**src/rtl/dispatch_pkg.sv**
```systemverilog
`default_nettype none

package dispatch_pkg;

    parameter int PREG_WIDTH = 8;  // Physical register tag width

    // funct7 that marks the RV32M group inside OP_REG
    localparam logic [6:0] FUNCT7_MULDIV = 7'b0000001;

    typedef enum logic [6:0] {
        OP_NONE   = 7'b0000000,
        OP_REG    = 7'b0110011,
        OP_JAL    = 7'b1101111,
        OP_JALR   = 7'b1100111,
        OP_BRANCH = 7'b1100011
    } opcode_e;

    typedef enum logic [2:0] {
        UNIT_NONE = 3'd0,
        UNIT_ADD  = 3'd1,  // ALU, load/store, immediate
        UNIT_MUL  = 3'd2,
        UNIT_DIV  = 3'd3,  // Divide and remainder
        UNIT_BR   = 3'd4
    } exec_unit_e;

    typedef struct packed {
        logic       mem_to_reg;
        logic       mem_read;
        logic       mem_write;
        logic [3:0] alu_op;
        logic       alu_src1;
        logic       alu_src2;
        logic       jump;
        logic       branch;
        logic       pred_taken;  // Predictor said taken
        logic       pred_hit;    // BTB hit at fetch
        logic       spare;
    } dispatch_ctrl_t;

    typedef struct packed {
        logic [6:0]            opcode;  // Raw bits that may lie outside opcode_e
        logic [2:0]            funct3;
        logic [6:0]            funct7;
        logic [31:0]           operand1;
        logic [31:0]           operand2;
        logic [31:0]           pc;
        logic [31:0]           immediate;
        logic [31:0]           inst_num;
        logic [PREG_WIDTH-1:0] rd_phy;
        logic [PREG_WIDTH-1:0] src1_phy;
        logic [PREG_WIDTH-1:0] src2_phy;
        logic [1:0]            src_ready;  // Operand 1 and 2 ready flags
        dispatch_ctrl_t        ctrl;
    } dispatch_op_t;

endpackage

`default_nettype wire

```
**src/rtl/unit_classifier.sv**
```systemverilog
`default_nettype none

module unit_classifier (
    input  wire                        clk,
    input  wire                        reset,
    input  wire                        in_valid,
    input  dispatch_pkg::dispatch_op_t in_op,
    output logic                       cls_valid,
    output dispatch_pkg::exec_unit_e   cls_unit,
    output dispatch_pkg::dispatch_op_t cls_op
);

    import dispatch_pkg::*;

    opcode_e    op;
    exec_unit_e unit_d;

    assign op = opcode_e'(in_op.opcode);

    // Steering rule ignores in_valid
    always_comb begin
        unit_d = UNIT_ADD;  // Anything unnamed is ALU work
        case (op)
            OP_NONE: begin
                unit_d = UNIT_NONE;
            end
            OP_REG: begin
                if (in_op.funct7 == FUNCT7_MULDIV) begin
                    // funct3[2] splits MUL* from DIV*/REM*
                    if (in_op.funct3[2]) begin
                        unit_d = UNIT_DIV;
                    end else begin
                        unit_d = UNIT_MUL;
                    end
                end else begin
                    unit_d = UNIT_ADD;
                end
            end
            OP_JAL, OP_JALR, OP_BRANCH: begin
                unit_d = UNIT_BR;
            end
            default: begin
                unit_d = UNIT_ADD;
            end
        endcase
    end

    always_ff @(posedge clk or posedge reset) begin
        if (reset) begin
            cls_valid <= 1'b0;
            cls_unit  <= UNIT_NONE;
        end else begin
            cls_valid <= in_valid && (unit_d != UNIT_NONE);
            if (in_valid) begin
                cls_unit <= unit_d;
            end else begin
                cls_unit <= UNIT_NONE;
            end
        end
    end

    // Payload only moves with a valid input
    always_ff @(posedge clk) begin
        if (in_valid) begin
            cls_op <= in_op;
        end
    end

endmodule

`default_nettype wire

```
**src/rtl/dispatch_router.sv**
```systemverilog
`default_nettype none

module dispatch_router (
    input  wire                        clk,
    input  wire                        reset,
    input  wire                        cls_valid,
    input  dispatch_pkg::exec_unit_e   cls_unit,
    input  dispatch_pkg::dispatch_op_t cls_op,
    output logic                       add_issue,
    output logic                       mul_issue,
    output logic                       div_issue,
    output logic                       br_issue,
    output dispatch_pkg::dispatch_op_t add_entry,
    output dispatch_pkg::dispatch_op_t mul_entry,
    output dispatch_pkg::dispatch_op_t div_entry,
    output dispatch_pkg::dispatch_op_t br_entry
);

    import dispatch_pkg::*;

    logic add_sel;
    logic mul_sel;
    logic div_sel;
    logic br_sel;

    // One-hot station select
    always_comb begin
        add_sel = 1'b0;
        mul_sel = 1'b0;
        div_sel = 1'b0;
        br_sel  = 1'b0;
        if (cls_valid) begin
            case (cls_unit)
                UNIT_ADD: add_sel = 1'b1;
                UNIT_MUL: mul_sel = 1'b1;
                UNIT_DIV: div_sel = 1'b1;
                UNIT_BR:  br_sel  = 1'b1;
                default:  ;  // UNIT_NONE never arrives with cls_valid
            endcase
        end
    end

    always_ff @(posedge clk or posedge reset) begin
        if (reset) begin
            add_issue <= 1'b0;
            mul_issue <= 1'b0;
            div_issue <= 1'b0;
            br_issue  <= 1'b0;
        end else begin
            add_issue <= add_sel;  // Single-cycle strobes
            mul_issue <= mul_sel;
            div_issue <= div_sel;
            br_issue  <= br_sel;
        end
    end

    // Each entry holds until its own station is chosen again
    always_ff @(posedge clk or posedge reset) begin
        if (reset) begin
            add_entry <= '0;
            mul_entry <= '0;
            div_entry <= '0;
            br_entry  <= '0;
        end else begin
            if (add_sel) begin
                add_entry <= cls_op;
            end
            if (mul_sel) begin
                mul_entry <= cls_op;
            end
            if (div_sel) begin
                div_entry <= cls_op;
            end
            if (br_sel) begin
                br_entry <= cls_op;
            end
        end
    end

endmodule

`default_nettype wire

```
**src/rtl/dispatch_top.sv**
```systemverilog
`default_nettype none

module dispatch_top (
    input  wire                        clk,
    input  wire                        reset,
    input  wire                        in_valid,
    input  dispatch_pkg::dispatch_op_t in_op,
    output logic                       add_issue,
    output logic                       mul_issue,
    output logic                       div_issue,
    output logic                       br_issue,
    output dispatch_pkg::dispatch_op_t add_entry,
    output dispatch_pkg::dispatch_op_t mul_entry,
    output dispatch_pkg::dispatch_op_t div_entry,
    output dispatch_pkg::dispatch_op_t br_entry
);

    import dispatch_pkg::*;

    logic         cls_valid;
    exec_unit_e   cls_unit;
    dispatch_op_t cls_op;

    unit_classifier u_classifier (
        .clk       (clk),
        .reset     (reset),
        .in_valid  (in_valid),
        .in_op     (in_op),
        .cls_valid (cls_valid),
        .cls_unit  (cls_unit),
        .cls_op    (cls_op)
    );

    dispatch_router u_router (
        .clk       (clk),
        .reset     (reset),
        .cls_valid (cls_valid),
        .cls_unit  (cls_unit),
        .cls_op    (cls_op),
        .add_issue (add_issue),
        .mul_issue (mul_issue),
        .div_issue (div_issue),
        .br_issue  (br_issue),
        .add_entry (add_entry),
        .mul_entry (mul_entry),
        .div_entry (div_entry),
        .br_entry  (br_entry)
    );

endmodule

`default_nettype wire

```
**config.mk**
```make
export PLATFORM = sky130hd
export DESIGN_NAME = dispatch_top
export DESIGN_NICKNAME = d
export VERILOG_FILES = /design/src/rtl/dispatch_pkg.sv /design/src/rtl/unit_classifier.sv /design/src/rtl/dispatch_router.sv /design/src/rtl/dispatch_top.sv
export SDC_FILE = /design/constraint.sdc
export NUM_CORES = 2
export LEC_CHECK = 0
export BUFFER_PORTS_ARGS = -buffer_cell sky130_fd_sc_hd__buf_2
export CORE_AREA = 2 2 428 430
export CTS_BUF_LIST = sky130_fd_sc_hd__clkbuf_8
export DETAILED_ROUTE_END_ITERATION = 10
export DIE_AREA = 0 0 430 432
export PLACE_DENSITY = 0.49
export SYNTH_ARGS = -nofsm -noshare
export SYNTH_HDL_FRONTEND = slang
export SYNTH_HIERARCHICAL = 1
export SYNTH_SLANG_ARGS = --single-unit
```
**constraint.sdc**
```tcl
create_clock -name clk -period 39.4 [get_ports clk]
set_clock_uncertainty 0.2 [all_clocks]
set_input_delay 5.91 -clock clk [delete_from_list [all_inputs] [get_ports clk]]
set_output_delay 5.91 -clock clk [all_outputs]
set_load 0.005 [all_outputs]
```
==> run_results.csv <==
group,metric,value,unit
sta,setup_tns,0,ns
layout,final_core_util,0.281,
layout,area_delta_synth_final,30.3,%
layout,fill_cells,18675,
setup_path,cp-end-kind,"async pin",
sta,fin_crit,8.66,ns
clock_tree,htree_levels,4,
synth,synth-edff-count,217,
setup_path,cp.required,40.11,ns
routing,drt_iter0_drc,794,
routing,drt_pass1_iterations,4,
synth,synth_ff_type,"dfrtp_1",
routing,route.detailed.drc,0,
layout,drive_gt1_frac,0.652,
die,num_rows,157,
setup_path,start_kind,"input port",
routing,routed_via_density,3.91,
synth,avgSynthCellArea,18.9,µm²
grt,grt_pass1_wl,179000,µm
routing,via_count,22935,
die,fp.coreArea,182000,µm²
grt,grt_pass1_vias,24235,
layout,num-nets-final,3520,
synth,synthXorXnorAreaFrac,0,
routing,postRouteAntennaNets,0,
setup_path,critPathKind,"in2async",
power_and_ir_drop,power.density,49.1,nW/µm²
die,die_area,186000,µm²
synth,synth_area_leaders,"dfrtp_1 56%, mux2_2 23%, edfxtp_1 17%",
die,start_util,0.216,
clock_tree,root_buffer,"clkbuf_8",
clock_tree,clock_latency,0.94,ns
setup_path,worst_ep_arrival_time,9.37,ns
clock_tree,path_clk_slew,0.06,ns
routing,routedWlPerCell,21.6,µm
synth,ys_seq_area_frac,0.725,
synth,synth_seq_cells,1093,
placed_design,numPortBuffers,1091,
grt,grt_antenna_before_repair,25,
clock_tree,clock_path_buffers,3,
power_and_ir_drop,leakage,26.2,nW
synth,yosys.area.top_type,"dfrtp_1",
clock_tree,cts_setup_buffers,0,
sta,worst_pin_slew,1.09,ns
synth,syn_inst,2081,
sta,setup_viol,0,
run_status,outcome,"complete, no violations",
die,die_y,432,µm
clock_tree,ctsHoldBuffers,0,
run,maxCapViolations,0,
grt,grt_max_degree,152,
worst_hold_path,hold_class,"reg2reg",
die,io_pins,1092,
placed_design,hpwl,90000,µm
synth,yosys.area_share.simple,0.00367,
clock_tree,ctsResizeCount,0,
synth,syn_area,39300,µm²
sta,fin_crit_sh,0.220,
sta,slew_violations,0,
synth,netlist.area_leader.share,0.558,
grt,grt_util_all_layers,0.132,
sta,finalHoldViolations,0,
synth,synth_compound_area_frac,0.000351,
sta,rsz0062_at_grt,"false",
synth,synth_mux_area_frac,0.254,
synth,synthAdderAreaFrac,0,
sta,fmax,116,MHz
power_and_ir_drop,ir_drop,26.1,µV
clock_tree,clock-sinks,1093,
synth,ys_warn_count,6,
synth,synth_cell_types,25,
clock_tree,tritoncts,"done",
synth,synth_nets,2301,
die,dieWidth,430,µm
synth,synth_top_family_by_area,"multiplexers",
synth,synth-async-reset-ratio,0.801,
placed_design,place.gp.congestion,0.781,
routing,wl,127000,µm
clock_tree,cts_made_buffers,191,
setup_path,worstPathMaxFanout,132,
grt,overflow,0,
sta,max_slew_margin,0.274,
setup_path,reg2reg_setup_slack,35.54,ns
-- placed cells by master (no fill, tap or decap), types with 2 or more instances in the layout --
cell        synthesis  routed
diode_2             0      16
clkinv_1            0       5
inv_1               4      91
clkinvlp_4          0       2
clkbuf_8            0     229
edfxtp_1          217     217
or3_1               2       2
buf_2              47    1090
mux2_4             57      57
clkinv_8            0       2
clkinv_2            0      15
and4bb_4            0       3
clkinv_4            0       2
buf_4              37      30
inv_6               0       3
inv_8               0       7
dfrtp_1           876     876
mux2_2            811     811
-- registers in the layout, indices dropped and copies added (netlist names) --
register / count
u_router/div_entry: 217
u_classifier/cls_valid: 1
u_router/mul_entry: 217
u_router/add_issue: 1
u_router/br_entry: 217
u_router/add_entry: 217
u_classifier/cls_op: 217
u_router/br_issue: 1
u_router/mul_issue: 1
u_router/div_issue: 1
u_classifier/cls_unit: 3
-- synth_stat cells, types with 2 or more instances --
cell      count
and4bb_1      3
buf_2        47
buf_4        37
buf_6        12
dfrtp_1     876
edfxtp_1    217
inv_1         4
mux2_2      811
mux2_4       57
or3_1         2
-- metal layers --
layer / share of wire / track usage
met5: 0.00090 / 0
met4: 0.033 / 0.0545
met3: 0.076 / 0.0493
met2: 0.52 / 0.230
met1: 0.37 / 0.145
-- path summary, 6_finish.rpt --
kind                                                       endpoint  cells after the start                          startpoint
worst max-delay path            u_router/mul_entry[193]$_DFFE_PP0P_                      5                               reset
worst min-delay path             u_router/div_entry[85]$_DFFE_PP0P_                      1  u_router/div_entry[85]$_DFFE_PP0P_
worst max register to register   u_router/add_entry[73]$_DFFE_PP0P_                      4  u_classifier/cls_unit[1]$_DFF_PP0_
worst min register to register   u_router/div_entry[85]$_DFFE_PP0P_                      1  u_router/div_entry[85]$_DFFE_PP0P_
max in group clk                 u_classifier/cls_unit[0]$_DFF_PP0_                      6                            in_valid
min in group asynchronous        u_classifier/cls_unit[1]$_DFF_PP0_                      2                               reset
-- critical path: stages --
cell	delay, ns
buf_2	0.14
inv_8	0.64
buf_4	0.86
buf_4	0.80
buf_4	0.79
-- cell type report --
| cell class | count | area, µm² | share of cell area |
|---|---|---|---|
| diodes | 16 | 40.0 | 0.000783 |
| inverters | 5 | 27.5 | 0.000538 |
| well taps | 2385 | 2980 | 0.0584 |
| clock buffers | 229 | 3150 | 0.0616 |
| clock inverters | 124 | 624 | 0.0122 |
| repair buffers | 1122 | 5720 | 0.112 |
| multi-input cells | 887 | 10200 | 0.199 |
| flip-flops and latches | 1093 | 28400 | 0.556 |
-- power by group --
part           switching (mW)  internal [mW]  total [mW]
sequential             0.0555           1.24        1.29
combinational          0.0987         0.0983       0.197
clock                   0.486          0.536        1.02
total                   0.641           1.87        2.51
-- metrics by stage --
step           instance area (µm²)  setup slack, ns  cells  total power [mW]  hold WS, ns
2_1_floorplan                39300             8.78   2081              1.38        0.304
3_3_place_gp                 47300            29.63   5492              1.51        0.282
3_5_place_dp                 47300            29.65   5492              1.52        0.287
4_1_cts                      51100            30.69   5845              2.56        0.299
5_1_grt                      51100            30.28   5858              2.63        0.304
6_report                     51100            30.74   5861              2.51        0.297
-- cell families (layout without fill, tap and decap cells) --
logic type | count (synthesis) | after routing
buffers and inverters | 101 | 1480
AO/OA/AOI/OAI | 2 | 2
flip-flops | 1093 | 1093
other | 0 | 16
AND/OR/NAND/NOR | 17 | 17
multiplexers | 868 | 868
Note: power is estimated with default switching activity, not from simulation.
